==> src/access_pkg.sv <==
`default_nettype none

package access_pkg;

    typedef enum logic [2:0] {
        kind_lb  = 3'b000,          // signed byte, also the byte store
        kind_lh  = 3'b001,          // signed halfword, also the halfword store
        kind_lw  = 3'b010,          // full word in both directions
        kind_lbu = 3'b100,          // unsigned byte
        kind_lhu = 3'b101           // unsigned halfword
    } access_kind_e;                // codes follow the RV32 load/store funct3

    // one RAM row, seen by the lane logic either as bytes or as halfwords
    typedef union packed {
        logic [3:0][7:0]  bytes;    // bytes[0] sits at the lowest address
        logic [1:0][15:0] halves;   // halves[0] covers bytes 0 and 1
    } lane_word_u;

    function automatic logic kind_valid(input logic [2:0] code);
        return (code == kind_lb) || (code == kind_lh) || (code == kind_lw) ||
               (code == kind_lbu) || (code == kind_lhu);   // 011, 110 and 111 are unused
    endfunction

    function automatic logic [2:0] kind_size_bytes(input access_kind_e kind);
        case (kind)
            kind_lb, kind_lbu: return 3'd1;   // single byte lane
            kind_lh, kind_lhu: return 3'd2;   // two neighbouring lanes
            default:           return 3'd4;   // words and unused codes take the whole row
        endcase
    endfunction

    function automatic logic kind_is_signed(input access_kind_e kind);
        return (kind == kind_lb) || (kind == kind_lh);   // a word needs no extension
    endfunction

endpackage : access_pkg

`default_nettype wire

==> src/dmem_lane_align.sv <==
`timescale 1ns/1ns
`default_nettype none

module dmem_lane_align (
    input  wire logic [1:0]               offset,     // byte offset of the access inside the row
    input  wire access_pkg::access_kind_e kind,       // load/store kind of the access
    input  wire logic [31:0]              wdata,      // store data, right aligned as the core sends it
    output access_pkg::lane_word_u        wr_lanes,   // store data replicated into the byte lanes
    output logic [3:0]                    byte_en,    // lanes the store is allowed to change
    input  wire access_pkg::lane_word_u   rd_row,     // row delivered by the RAM
    output logic [31:0]                   load_data   // extracted and extended load result
);

    import access_pkg::*;

    logic [2:0]  size;                         // access size in bytes, 1, 2 or 4
    logic        is_signed;                    // sign extension wanted by lb and lh
    logic [7:0]  sel_byte;                     // byte lane chosen by the offset
    logic [15:0] sel_half;                     // halfword lane chosen by offset bit 1
    logic        byte_ext;                     // fill bit for a byte load
    logic        half_ext;                     // fill bit for a halfword load

    assign size      = kind_size_bytes(kind);
    assign is_signed = kind_is_signed(kind);

    // for stores the value is copied into every lane of its size and the
    // enables pick the lanes that the offset points at
    always_comb begin
        wr_lanes = wdata;                      // word stores go through unchanged
        byte_en  = 4'b1111;
        case (size)
            3'd1: begin
                for (int i = 0; i < 4; i++) begin
                    wr_lanes.bytes[i] = wdata[7:0];   // same byte in all four lanes
                end
                byte_en = 4'b0001 << offset;
            end
            3'd2: begin
                wr_lanes.halves[0] = wdata[15:0];     // same halfword in both halves
                wr_lanes.halves[1] = wdata[15:0];
                byte_en = 4'b0011 << offset;          // offset is 0 or 2 once aligned
            end
            default: begin
            end
        endcase
    end

    // for loads the slave keeps offset and kind steady through the access
    // phase, so the selection matches the row that the RAM registered
    assign sel_byte = rd_row.bytes[offset];
    assign sel_half = rd_row.halves[offset[1]];
    assign byte_ext = is_signed & sel_byte[7];        // zero fill for lbu
    assign half_ext = is_signed & sel_half[15];       // zero fill for lhu

    always_comb begin
        case (size)
            3'd1:    load_data = {{24{byte_ext}}, sel_byte};
            3'd2:    load_data = {{16{half_ext}}, sel_half};
            default: load_data = rd_row;              // whole row for lw
        endcase
    end

endmodule : dmem_lane_align

`default_nettype wire

==> config.mk <==
export PLATFORM = sky130hd
export DESIGN_NAME = dmem_lane_align
export DESIGN_NICKNAME = d
export VERILOG_FILES = /design/src/access_pkg.sv /design/src/dmem_lane_align.sv
export SDC_FILE = /design/constraint.sdc
export NUM_CORES = 1
export LEC_CHECK = 0
export BUFFER_PORTS_ARGS = -buffer_cell sky130_fd_sc_hd__buf_2
export CAP_MARGIN = 25
export CORE_MARGIN = 2
export CORE_UTILIZATION = 36
export DETAILED_ROUTE_END_ITERATION = 12
export GPL_TIMING_DRIVEN = 1
export PLACE_DENSITY = 0.82
export SYNTH_ARGS = -nofsm -noshare
export SYNTH_HDL_FRONTEND = slang
export SYNTH_SLANG_ARGS = --single-unit
export TNS_END_PERCENT = 100
==> constraint.sdc <==
create_clock -name vclk -period 1.37
set_clock_uncertainty 0.15 [all_clocks]
set_input_delay 0.0685 -clock vclk [all_inputs]
set_output_delay 0.0685 -clock vclk [all_outputs]
set_load 0.01 [all_outputs]
==> results.sh <==
export IMPL_cp_arrival_ps=1260
export IMPL_grt_antenna_before_repair=0
export IMPL_post_route_period_util_pct=108
export IMPL_drv_cap=0
export IMPL_vias=1903
export IMPL_fill_cells=315
export IMPL_fin_ws_ps=-106
export IMPL_ir_drop_mv=0.184
export IMPL_die_x_microns=62.6
export IMPL_drtIter0Drc=115
export IMPL_synth_area_mux_share_pct=33.0
export IMPL_grt_pass1_vias=1722
export IMPL_synth_simple_area_share_pct=23.4
export IMPL_finalPower_mw=0.834
export IMPL_nNetsFinal=390
export IMPL_syn_avg_cell_area_sq_um=6.94
export IMPL_cp_slowest_cell="mux4_2"
export IMPL_critPathMaxFanout=6
export IMPL_yosysSeqAreaShare_pct=0
export IMPL_use_met1_pct=29.9
export IMPL_pre_cts_ws_ps=-274
export IMPL_synth_net_count=247
export IMPL_slew_headroom_pct=82.0
export IMPL_regArea_sq_um=0
export IMPL_setup_viol=25
export IMPL_gr_total_overflow=0
export IMPL_synth_cell_types=35
export IMPL_core_area_sq_um=3310
export IMPL_cp_data_required_time_ps=1150
export IMPL_met2_usage_pct=43.0
export IMPL_hold_viol_final=0
export IMPL_synth_cells=178
export IMPL_grt_max_degree=40
export IMPL_fin_util_pct=66.3
export IMPL_synthTopCellsByArea="mux2_2, mux2i_1, nand2_1"
export IMPL_antenna_cells=0
export IMPL_min_from="wdata[1]"
export IMPL_max_stage_delay_ps=570
export IMPL_p_leak_nw=1.16
export IMPL_via_per_inst=5.21
export IMPL_hold_depth=2
export IMPL_min_period_ps=1480
export IMPL_drive_gt1_share_pct=62.7
export IMPL_ant_nets=0
export IMPL_port_buffers=137
export IMPL_synth_compound_area_share_pct=31.2
export IMPL_slew_viol_final=0
export IMPL_dp_hpwl_mm=4.00
export IMPL_seq_cells=0
export IMPL_layout_common_cells="buf_2, nand2_1, buf_4, mux2_2"
export IMPL_cp_end_kind="output port"
export IMPL_synth_top_area_cell="mux2_2"
export IMPL_area_delta_synth_final_pct=77.6
export IMPL_status="finished, violations left"
export IMPL_grt_use_met3_pct=3.06
export IMPL_synth_xor_area_share_pct=0
export IMPL_min_path_type="primary input to output port"
export IMPL_powerDensity_nw_per_um2=380
export IMPL_grt_pass1_wl_mm=7.86
export IMPL_critical_path_class="primary input to output port"
export IMPL_violations="negative setup slack"
export IMPL_place_congestion=0.767
export IMPL_start_util_pct=37.3
export IMPL_crit_chain="buf_12, mux4_2, nor2_4, buf_6, o21ai_1, buf_2"
export IMPL_routed_wirelength_mm=4.84
export IMPL_hold_path_end="wr_lanes[1]"
export IMPL_dr_pass1_iters=4
export IMPL_grt_use_total_pct=23.5
export IMPL_yosysWarnings=0
export IMPL_wl_per_cell_microns=13.3
export IMPL_synthAdderAreaFrac_pct=0
export IMPL_die_h_microns=62.6
export IMPL_rsz0062_at_grt="true"
export IMPL_ios=137
export IMPL_nClkBuffers=0
export IMPL_synthesis_area_sq_um=1240
export IMPL_dieArea_sq_um=3920
export IMPL_max_freq_ghz=0.677
export IMPL_synth_top_area_share_pct=14.6
export IMPL_num_rows=21
export IMPL_final_common_cell="buf_2"
export IMPL_drcViolationCount=0
export IMPL_crit_path_start_kind="primary input"
export IMPL_cts_hold_buf=0
export IMPL_grt_busiest_layer="met2"
export IMPL_worst_pin_slew_ps=268
export IMPL_synth_top_family_by_area="multiplexers"
## Yosys cell counts, types with 2 or more instances
master and number:
o22a_1 3, nand2_1 34, nor2b_1 9, mux4_2 2, o211ai_1 6, o21bai_1 2, o311ai_0 2, o21ai_0 19
o21a_1 3, clkbuf_1 9, mux4_1 2, buf_4 8, buf_2 6, o221ai_1 2, nand2b_1 2, o21ai_2 3
a32oi_1 2, nand3b_1 3, o21ai_1 7, a21oi_1 8, nand3_1 2, mux2_2 16, a211o_1 2, mux2i_1 13
nor2_1 3
## per-stage QoR
step / setup TNS [ps] / hold WS (ps) / area, sq um / std cells
floorplan: 0 / 78.8 / 1240 / 178
global placement: -4950 / 208 / 2080 / 364
detailed placement: -6410 / 213 / 2080 / 364
CTS: -2420 / 214 / 2130 / 364
global route: -3200 / 226 / 2200 / 365
finish: -2050 / 212 / 2200 / 365
## what timing repair did
action,in CTS,in global routing
resized for setup,22,13
pin swaps,4,6
setup endpoints to repair,38,37
buffers inserted,0,1
## per-layer routing
| layer | part of all wire (%) | up-vias |
|---|---|---|
| met5 | 0 | - |
| met4 | 1.3 | 0 |
| met3 | 7.9 | 6 |
| met2 | 51 | 90 |
| met1 | 40 | 865 |
| li1 | - | 942 |
## cell type report
type                            instances  area [sq um]  share of cell area, %
Timing Repair Buffer                  166          1000                   45.8
Tap cell                               46          57.6                   2.62
Inverter                                1          3.75                  0.171
Multi-Input combinational cell        152          1130                   51.5
## cell families (layout without fill, tap and decap cells)
kind of cell	after synthesis	in the layout
and+or+nand+nor	59	59
buffers and inverters	26	167
muxes	33	33
AOI/OAI and AO/OA	60	60
## worst max-delay path by stage
stage,start,endpoint,slack [ps]
global route,offset[1],load_data[9],-150
CTS,offset[1],load_data[26],-130
global placement,offset[1],load_data[13],-220
finish,offset[1],load_data[26],-110
detailed placement,offset[1],load_data[13],-270
floorplan,offset[1],load_data[12],20
## where the power goes
| group | switching, mW | total (mW) | internal (mW) |
|---|---|---|---|
| sequential | 0 | 0 | 0 |
| combinational | 0.410 | 0.834 | 0.425 |
| clock | 0 | 0 | 0 |
| total | 0.410 | 0.834 | 0.425 |
## critical path: cells and delay by family
kind	cells	cell delay, ps
AOI/OAI and AO/OA	1	70
and+or+nand+nor	1	160
muxes	1	570
buffers and inverters	3	380
Note: power is estimated with default switching activity, not from simulation.
