--- src/access_pkg.sv ---
`default_nettype none

package access_pkg;

    typedef enum logic [2:0] {
        kind_lb  = 3'b000,          // signed byte, also the byte store
        kind_lh  = 3'b001,          // signed halfword, also the halfword store
        kind_lw  = 3'b010,          // full word in both directions
        kind_lbu = 3'b100,          // unsigned byte
        kind_lhu = 3'b101           // unsigned halfword
    } access_kind_e;                // codes follow the RV32 load/store funct3

    // one RAM row, seen by the lane logic either as bytes or as halfwords
    typedef union packed {
        logic [3:0][7:0]  bytes;    // bytes[0] sits at the lowest address
        logic [1:0][15:0] halves;   // halves[0] covers bytes 0 and 1
    } lane_word_u;

    function automatic logic kind_valid(input logic [2:0] code);
        return (code == kind_lb) || (code == kind_lh) || (code == kind_lw) ||
               (code == kind_lbu) || (code == kind_lhu);   // 011, 110 and 111 are unused
    endfunction

    function automatic logic [2:0] kind_size_bytes(input access_kind_e kind);
        case (kind)
            kind_lb, kind_lbu: return 3'd1;   // single byte lane
            kind_lh, kind_lhu: return 3'd2;   // two neighbouring lanes
            default:           return 3'd4;   // words and unused codes take the whole row
        endcase
    endfunction

    function automatic logic kind_is_signed(input access_kind_e kind);
        return (kind == kind_lb) || (kind == kind_lh);   // a word needs no extension
    endfunction

endpackage : access_pkg

`default_nettype wire

--- src/mem_map_pkg.sv ---
`default_nettype none

// address map of the data memory subsystem
// the core sees one flat 32-bit byte address space, and the scratch RAM
// answers only inside the window that starts at dmem_base
package mem_map_pkg;

    // first byte of the data window, aligned so that the low address bits
    // carry the offset into the RAM directly
    localparam logic [31:0] dmem_base = 32'h0001_0000;   // window starts at 64 KiB

    // number of address bits decoded inside the window
    // 12 bits gives 4096 bytes, which is 1024 rows of four byte lanes
    localparam int dmem_addr_width_dflt = 12;            // default window width in bits

    // the window size is 2**width bytes; any width from 4 to 16 keeps the
    // window clear of the base and leaves at least four rows in the RAM
    // the upper address bits above the width must match the base exactly,
    // so an access one byte past the window end is already outside it
    // the two lowest bits of any address select the byte lane in a row
    // and the remaining window bits select the row itself
    // the base is a multiple of four, so the lane bits of paddr and of the
    // window offset are always the same
    // addresses below the base wrap around in the subtraction and land far
    // above the window, so one compare covers both sides

endpackage : mem_map_pkg

`default_nettype wire
--- src/dmem_apb_slave.sv ---
`timescale 1ns/1ns
`default_nettype none

module dmem_apb_slave #(
    parameter int MEM_ADDR_WIDTH = 12                  // window width in byte address bits
) (
    input  wire logic                      clk,
    input  wire logic                      reset,
    input  wire logic                      psel,
    input  wire logic                      penable,
    input  wire logic                      pwrite,
    input  wire logic [31:0]               paddr,
    input  wire logic [2:0]                access_kind, // sideband, held like paddr
    output logic                           pready,
    output logic                           pslverr,
    output logic [MEM_ADDR_WIDTH-3:0]      row,         // RAM row of the access
    output logic [1:0]                     offset,      // byte lane of the access
    output access_pkg::access_kind_e       kind,        // kind handed to the aligner
    output logic                           wr_en,       // RAM write strobe
    output logic                           rd_en        // RAM read strobe
);

    import access_pkg::*;
    import mem_map_pkg::*;

    logic        setup;                                 // first cycle of a transfer
    logic        access;                                // every cycle of the access phase
    logic [31:0] win_addr;                              // address relative to the window base
    logic        in_window;                             // address lies inside the RAM
    logic        kind_ok;                               // funct3 code is one of the five kinds
    logic [1:0]  align_mask;                            // offset bits that must be zero
    logic        aligned;                               // offset is a multiple of the size
    logic        legal;                                 // all three checks pass
    logic        rd_pending;                            // a legal read was issued in setup
    logic        rd_ready;                              // RAM data for that read is on rd_row

    assign setup  = psel & ~penable;
    assign access = psel & penable;

    // paddr and access_kind are stable from setup through the access phase,
    // so the decode below stays valid for the whole transfer
    assign win_addr  = paddr - dmem_base;               // wraps high for addresses below base
    assign in_window = (win_addr[31:MEM_ADDR_WIDTH] == '0);
    assign kind_ok   = kind_valid(access_kind);
    assign kind      = access_kind_e'(access_kind);

    assign align_mask = 2'(kind_size_bytes(kind) - 3'd1);   // 0, 1 or 3
    assign aligned    = ((win_addr[1:0] & align_mask) == 2'b00);
    assign legal      = in_window & kind_ok & aligned;

    assign row    = win_addr[MEM_ADDR_WIDTH-1:2];
    assign offset = win_addr[1:0];                      // equal to paddr[1:0], the base is aligned

    // the RAM read starts in the setup cycle so its data is registered by
    // the first access edge and is held through the second access cycle
    assign rd_en = setup & ~pwrite & legal;
    assign wr_en = access & pwrite & legal;             // writes finish in the first access cycle

    // read sequencing, one read in flight at most since APB has no overlap
    always_ff @(posedge clk) begin
        if (reset) begin
            rd_pending <= 1'b0;
            rd_ready   <= 1'b0;
        end else if (rd_en) begin
            rd_pending <= 1'b1;                         // row goes into the RAM on this edge
            rd_ready   <= 1'b0;
        end else if (access && rd_ready) begin
            rd_pending <= 1'b0;                         // transfer completes this cycle
            rd_ready   <= 1'b0;
        end else if (access && rd_pending) begin
            rd_ready   <= 1'b1;                         // wait state is over after this edge
        end else if (!psel) begin
            rd_pending <= 1'b0;                         // host dropped the transfer
            rd_ready   <= 1'b0;
        end
    end

    // writes and errors need no wait state, a legal read waits for rd_ready
    assign pready  = access & (pwrite | ~legal | rd_ready);
    assign pslverr = access & ~legal;                   // only seen together with pready

endmodule : dmem_apb_slave

`default_nettype wire

--- config.mk ---
export PLATFORM = sky130hd
export DESIGN_NAME = dmem_apb_slave
export DESIGN_NICKNAME = d
export VERILOG_FILES = /design/src/access_pkg.sv /design/src/mem_map_pkg.sv /design/src/dmem_apb_slave.sv
export SDC_FILE = /design/constraint.sdc
export NUM_CORES = 1
export LEC_CHECK = 0
export BUFFER_PORTS_ARGS = -buffer_cell sky130_fd_sc_hd__clkbuf_2
export CAP_MARGIN = 15
export CORE_MARGIN = 5
export CORE_UTILIZATION = 27
export CTS_CLUSTER_DIAMETER = 100
export CTS_CLUSTER_SIZE = 40
export DETAILED_ROUTE_END_ITERATION = 10
export GPL_TIMING_DRIVEN = 0
export PLACE_DENSITY = 0.7
export SYNTH_ARGS = -nofsm -noshare
export SYNTH_HDL_FRONTEND = slang
export SYNTH_SLANG_ARGS = --single-unit
--- constraint.sdc ---
create_clock -name clk -period 1.55 [get_ports clk]
set_input_delay 0.155 -clock clk [delete_from_list [all_inputs] [get_ports clk]]
set_output_delay 0.155 -clock clk [all_outputs]
set_load 0.02 [all_outputs]
==> implementation parameters, run 1 <==
Parameter                              Value

CTS
  H-tree levels    1
  TritonCTS clock tree    done
  Clock Root Buffer    sky130_fd_sc_hd__clkbuf_4
  TritonCTS buffer count    3
  Number of sinks handled by clock tree synthesis    2
  Clock latency of the later-clocked register in the worst-skew pair    0.22 ns
  Clock tree buffer depth    2
  Clock transition at the registers of the reported paths    0.03 ns

Hold path
  Class of the most critical hold timing path    input port to flip-flop
  Worst hold path stage count    2
  Worst min-delay path endpoint    rd_pending
  Launch point of the worst hold path    pwrite

Timing
  Worst Skew    between 0.001 and 0.0015 ns
  Slew Viols, Final    0
  RSZ-0062 raised after global routing    true
  Slew HR    0.811
  Summed negative setup slack over all endpoints    -0.0275 ns
  Least-Margin Pin Slew    between 0.2 and 0.3 ns
  Least setup slack across all paths after layout    -0.0175 ns
  Final cycle utilization of the critical path    1.01
  Final min period    about 1.6 ns
  Fin. Hold Viols    0
  Fmax    638 MHz
  Setup-failing EPs final    2

Floorplan
  Placeable core area    ~1700 um2
  Die boundary height    around 52 um
  Initial standard-cell utilization of the core    0.276
  Area enclosed by the die boundary    roughly 2700 um2
  Top-level port count    59
  Die X    51.6 um
  Cell Rows    15

Layout
  Net count reported at finish    ~160
  Fraction of final layout cells sized beyond drive strength 1    0.717
  Layout filler cell count    158
  Post-route cell area    around 830 um2
  Antenna Cells    0
  Utilization of the core after routing    0.494
  Layout overhead on the synthesized area    78.8%

Worst setup path
  Highest fanout seen on the critical path    2
  Data arrival time of the critical path    1.41 ns
  Req. time, crit path    roughly 1.4 ns
  Worst R2R Path Depth    5
  Endpoint of the most critical register-to-register path    rd_ready
  Crit path capture type    output pin
  Worst-case register-to-register setup slack    slightly below 0.5 ns
  Start-to-end type of the worst setup path    input port to output pin
  Type of origin of the critical path    input port
  Source of the worst register-to-register timing path    rd_pending

Flow run
  Max Cap Viol    0

Synth
  Net Count, Synth    102
  Synth top area share    0.241
  Count of distinct cell types in the synthesized netlist    28
  Register bit count reported by yosys    2
  Ys Warns    0
  Share of the yosys chip area belonging to registers    0.0858
  Post-Synthesis Mean Instance Area    about 7.5 um2
  Dominant cell type by area after synthesis    sky130_fd_sc_hd__buf_4
  Largest cells by area after synthesis    sky130_fd_sc_hd__buf_4, sky130_fd_sc_hd__dfxtp_1, sky130_fd_sc_hd__nor3_2
  Number of standard cells after synthesis    62
  Mapped Area    around 470 um2

Detailed routing
  Total length of routed wires    around 1600 um
  Average vias per placed instance    slightly below 5
  Number of remaining DRC errors    0
  Via count    631
  DRT Pass-1 Iters    4
  Number of routed nets with antenna violations    0
  Count of routing violations after the opening detailed-route iteration    5
  Average wire per cell in the routed design    around 12 um

Place
  Count of input and output buffers    48
  Final weighted congestion in routability-driven placement    ~0.7
  DPL Wire Length    ~1300 um
  Placed Instance Area    approximately 730 um2

Power and ir drop
  Cell Pwr Density    approximately 420 nW/um2
  Max rail drop VDD    ~0.26 mV
  Leakage dissipation    0.425 nW

Global route
  Via count of the first global-routing pass    533
  Aggregate global routing overflow    0
  Number of antenna violations at the first check in global routing    0
  Pin count of the biggest net entering global routing    8
  First-pass GRT wire length    between 2000 and 2500 um
  Combined global-route utilization of all metal layers    0.0993

Outcome
  Result of the run    complete, but fails checks
  Violations in the final reports    setup timing
critical path: stages:
cell and delay [ns]:
sky130_fd_sc_hd__buf_6 0.09, sky130_fd_sc_hd__or4_4 0.53, sky130_fd_sc_hd__nor3_4 0.15, sky130_fd_sc_hd__nand3_2 0.11, sky130_fd_sc_hd__o211a_1 0.21, sky130_fd_sc_hd__buf_2 0.15
final cells by class:
cell class | instances | area [um2] | area share
well taps | 17 | 21.3 | 0.0255
plain buffers | 15 | 113 | 0.135
inverters | 2 | 7.51 | 0.00900
clock buffers | 3 | 22.5 | 0.0270
flip-flops and latches | 2 | 40.0 | 0.0480
multi-input cells | 43 | 382 | 0.457
repair buffers | 48 | 249 | 0.298
stage by stage:
stage / setup slack, ns / power, mW / hold WS, ns / std cells
2_1_floorplan: 0.106 / 0.142 / 0.256 / 62
3_3_place_gp: -0.0794 / 0.216 / 0.420 / 127
3_5_place_dp: -0.0892 / 0.218 / 0.423 / 127
4_1_cts: -0.0265 / 0.349 / 0.179 / 130
5_1_grt: -0.0825 / 0.381 / 0.203 / 130
6_report: -0.0175 / 0.354 / 0.191 / 130
layer usage:
layer,share of wire,GRT usage,wire length (um)
met1,0.32,0.0931,500
met3,0.12,0.0372,196
met4,0,0.0524,0
met5,0,0,0
met2,0.56,0.184,881
power by group:
group	internal [mW]	switching, mW
Clock	0.0856	0.0311
Combinational	0.0879	0.0973
Sequential	0.0519	0.000000000525
Total	0.225	0.128
cells in the mapped netlist, drive strengths merged:
cell    instances
buf            15
nor3            7
nor2            6
nand2           3
nor4            3
a21oi           2
and3            2
dfxtp           2
inv             2
nand3           2
nand4           2
nor3b           2
a211o           1
a22oi           1
and4bb          1
mux2i           1
nand2b          1
nand4b          1
nor2b           1
nor4b           1
o211a           1
o211ai          1
o21ai           1
o41ai           1
or4             1
xor2            1
sequential cells by signal, summed over array words and instances (netlist names):
name and count:
rd_ready 1, rd_pending 1
timing repair:
| action | CTS | global route |
|---|---|---|
| setup buffers | 0 | 0 |
| pin swaps | 1 | 7 |
| resized for setup | 6 | 11 |
| hold buffers | 0 | 0 |
| endpoints found under the setup margin | 3 | 4 |
cells in the final DEF (no fill, tap or decap), drive strengths merged, types with 3 or more instances in the layout:
cell type / Yosys / final
clkbuf: 0 / 47
nor2: 6 / 6
nor4: 3 / 3
buf: 15 / 19
nor3: 7 / 7
nand2: 3 / 3
kinds of logic after synthesis:
| family | count (synthesis) | synth area share |
|---|---|---|
| AOI/OAI and AO/OA | 8 | 0.180 |
| DFF | 2 | 0.0858 |
| muxes | 1 | 0.0214 |
| buffers and inverters | 17 | 0.257 |
| xor gates and xnor gates | 1 | 0.0188 |
| and+or+nand+nor | 33 | 0.437 |
worst max path at each step:
stage,from,to,slack [ns],cells after the start
floorplan,paddr[14],rd_en,0.11,4
finish,paddr[14],pready,-0.02,6
CTS,paddr[14],pready,-0.03,6
global placement,paddr[17],rd_en,-0.08,7
global route,paddr[22],pready,-0.08,7
detailed placement,paddr[17],pready,-0.09,7
(Power assumes the default switching activity.)
==> run 2, diff against run 1 <==
- ABC_AREA: unset -> 1
- CORE_ASPECT_RATIO: unset -> 1.75
- PLACE_DENSITY: 0.7 -> 0.69
==> implementation parameters, run 2 <==
Parameter                              Value

Worst setup path
  Bufs and invs on worst path    2
  Largest stage delay on the critical path    approximately 0.16 ns
  Slowest cell on the critical path    sky130_fd_sc_hd__nor2_1
  Kind of cell adding the most delay to the critical path    simple AND/OR/NAND/NOR gates
  Worst R2R Path Depth    4
  Start-to-end type of the worst setup path    input port to output pin
  Data arrival time of the critical path    between 1.5 and 2 ns
  Type of origin of the critical path    input port
  Crit path capture type    output pin
  Req. time, crit path    about 1.4 ns
  Highest fanout seen on the critical path    4
  Stages on the worst setup path    12
  Critical-path cell list    clkbuf_2 -> nor2_1 -> nand2_2 -> nor2_4 -> nand2_2 -> xor2_1 -> nand3_1 -> nor2_2 -> nand3_2 -> nand2_1 -> nand2_1 -> clkbuf_8

Place
  Placement Setup Slack    -0.159 ns
  DPL Wire Length    between 1500 and 2000 um
  Final weighted congestion in routability-driven placement    between 0.8 and 0.9
  Placed Instance Area    approximately 990 um2
  Count of input and output buffers    48

CTS
  TritonCTS buffer count    3
  Clock latency of the later-clocked register in the worst-skew pair    approximately 0.21 ns
  TritonCTS clock tree    done
  Hold buffer count at CTS    0
  Number of sinks handled by clock tree synthesis    2
  H-tree levels    1
  Clock Root Buffer    sky130_fd_sc_hd__clkbuf_8
  Clock transition at the registers of the reported paths    approximately 0.030 ns
  Clock tree buffer depth    2

Global route
  Number of antenna violations at the first check in global routing    0
  Via count of the first global-routing pass    896
  Pin count of the biggest net entering global routing    7
  Aggregate global routing overflow    0
  First-pass GRT wire length    ~3300 um
  Combined global-route utilization of all metal layers    0.105

Detailed routing
  Via count    964
  DRT Pass-1 Iters    4
  Number of routed nets with antenna violations    0
  Average vias per placed instance    4.46
  Met3 routed wirelength    205 um
  Wire length on met1    633 um
  Average wire per cell in the routed design    9.44 um
  Count of routing violations after the opening detailed-route iteration    7
  Highest signal layer in the routed design    met4
  Number of remaining DRC errors    0
  Total length of routed wires    between 2000 and 2500 um
  Met2 wire length    between 1000 and 1500 um

Synth
  Largest cells by area after synthesis    sky130_fd_sc_hd__buf_4, sky130_fd_sc_hd__nand2_1, sky130_fd_sc_hd__nor2_1
  Ys Warns    0
  Post-Synthesis Mean Instance Area    5.41 um2
  Count of distinct cell types in the synthesized netlist    20
  Number of enable-type register cells in the synthesized netlist    0
  Share of flip-flops with an asynchronous set or reset    0
  Number of standard cells after synthesis    approximately 130
  Main synth FF type    sky130_fd_sc_hd__dfxtp_1
  Share of the yosys chip area belonging to registers    0.0560
  Most frequent cells after synthesis    sky130_fd_sc_hd__nand2_1, sky130_fd_sc_hd__nor2_1, sky130_fd_sc_hd__inv_1, sky130_fd_sc_hd__buf_4, sky130_fd_sc_hd__nand3_1
  Net Count, Synth    around 170
  Synth top area share    0.158
  Register bit count reported by yosys    2
  Mapped Area    714 um2
  Dominant cell type by area after synthesis    sky130_fd_sc_hd__buf_4
  Dominant cell by count in the synthesized netlist    sky130_fd_sc_hd__nand2_1

Outcome
  Violations in the final reports    setup timing
  Result of the run    complete, but fails checks

Timing
  Worst Skew    approximately 0.0033 ns
  RSZ-0062 raised after global routing    true
  Setup-failing EPs final    4
  Slew Viols, Final    0
  Fin. Hold Viols    0
  Summed negative setup slack over all endpoints    -0.370 ns
  Least setup slack across all paths after layout    -0.131 ns
  Least-Margin Pin Slew    roughly 0.25 ns
  Final cycle utilization of the critical path    1.08
  Fmax    roughly 590 MHz
  Final min period    about 1.7 ns
  Slew HR    0.831

Floorplan
  Area enclosed by the die boundary    approximately 3800 um2
  Top-level port count    a little under 60
  Die boundary height    ~78 um
  Die X    48.9 um
  Cell Rows    24
  Placeable core area    ~2500 um2
  Initial standard-cell utilization of the core    0.283

Layout
  Layout overhead on the synthesized area    59.2%
  Layout filler cell count    approximately 280
  Post-route cell area    between 1000 and 1500 um2
  Net count reported at finish    approximately 230
  Fraction of final layout cells sized beyond drive strength 1    0.484
  Total area of multi-input combinational cells    522 um2
  Largest registers    rd_pending (1), rd_ready (1)
  Antenna Cells    0
  Top library cells by usage in the layout, fill and taps aside    sky130_fd_sc_hd__clkbuf_2, sky130_fd_sc_hd__nand2_1, sky130_fd_sc_hd__buf_4
  Commonest non-fill, non-tap cell in the layout    sky130_fd_sc_hd__clkbuf_2
  Register Area    roughly 40 um2

Power and ir drop
  Leakage dissipation    0.609 nW
  Max rail drop VDD    0.425 mV
  Cell Pwr Density    between 400 and 500 nW/um2

Flow run
  Max Cap Viol    0

Hold path
  Class of the most critical hold timing path    input port to flip-flop
  Worst hold path stage count    2
[run 2: final timing paths]
path	start	to	slack (ns)
min reg2reg	rd_pending	rd_pending	0.48
max reg2reg	rd_ready	rd_ready	0.77
max	paddr[21]	pready	-0.13
min	reset	rd_pending	0.11
[run 2: report_power, final]
part / leakage, nW / total, mW / internal, mW / switching [mW]
registers: 0.0161 / 0.0519 / 0.0519 / 0.00000000107
logic: 0.571 / 0.217 / 0.0994 / 0.117
clock network: 0.0216 / 0.207 / 0.164 / 0.0425
[run 2: cell families after synthesis]
| group | after synthesis | share of synthesized area |
|---|---|---|
| AO/OA/AOI/OAI | 9 | 0.0700 |
| XOR/XNOR | 1 | 0.0123 |
| buffers and inverters | 33 | 0.252 |
| flip-flops | 2 | 0.0560 |
| AND/OR/NAND/NOR | 87 | 0.609 |
[run 2: final cells by class]
| cell class | instances | share of cell area |
|---|---|---|
| buffer | 15 | 0.0990 |
| clock buffer | 3 | 0.0363 |
| inverter | 18 | 0.0594 |
| multi-input combinational | 97 | 0.459 |
| sequential | 2 | 0.0352 |
| tap | 26 | 0.0286 |
| timing repair buffer | 55 | 0.283 |
[run 2: per-layer routing]
layer | GRT usage | vias up
li1 | - | 519
met1 | 0.0835 | 397
met2 | 0.204 | 41
met3 | 0.0284 | 7
met4 | 0.0782 | 0
met5 | 0 | -
[run 2: worst reg2reg max path: stages, from the launching register on]
cell and delay, ns:
sky130_fd_sc_hd__dfxtp_1 0.30, sky130_fd_sc_hd__nand2_1 0.10, sky130_fd_sc_hd__nand3_1 0.08, sky130_fd_sc_hd__a21o_1 0.17, sky130_fd_sc_hd__nor2_2 0.09
[run 2: what timing repair did]
item                                    4_1_cts  5_1_grt
buffers inserted                              5        2
pin swaps                                     3        6
endpoints found under the setup margin        3        4
gates resized for setup                      10        5
[run 2: per-stage QoR]
| stage | hold WS, ns | power (mW) | util | std cells |
|---|---|---|---|---|
| 2_1_floorplan | 0.224 | 0.176 | - | 132 |
| 3_3_place_gp | 0.339 | 0.255 | 0.393 | 206 |
| 3_5_place_dp | 0.338 | 0.257 | 0.393 | 206 |
| 4_1_cts | 0.112 | 0.480 | 0.441 | 214 |
| 5_1_grt | 0.119 | 0.516 | 0.451 | 216 |
| 6_report | 0.114 | 0.475 | 0.451 | 216 |
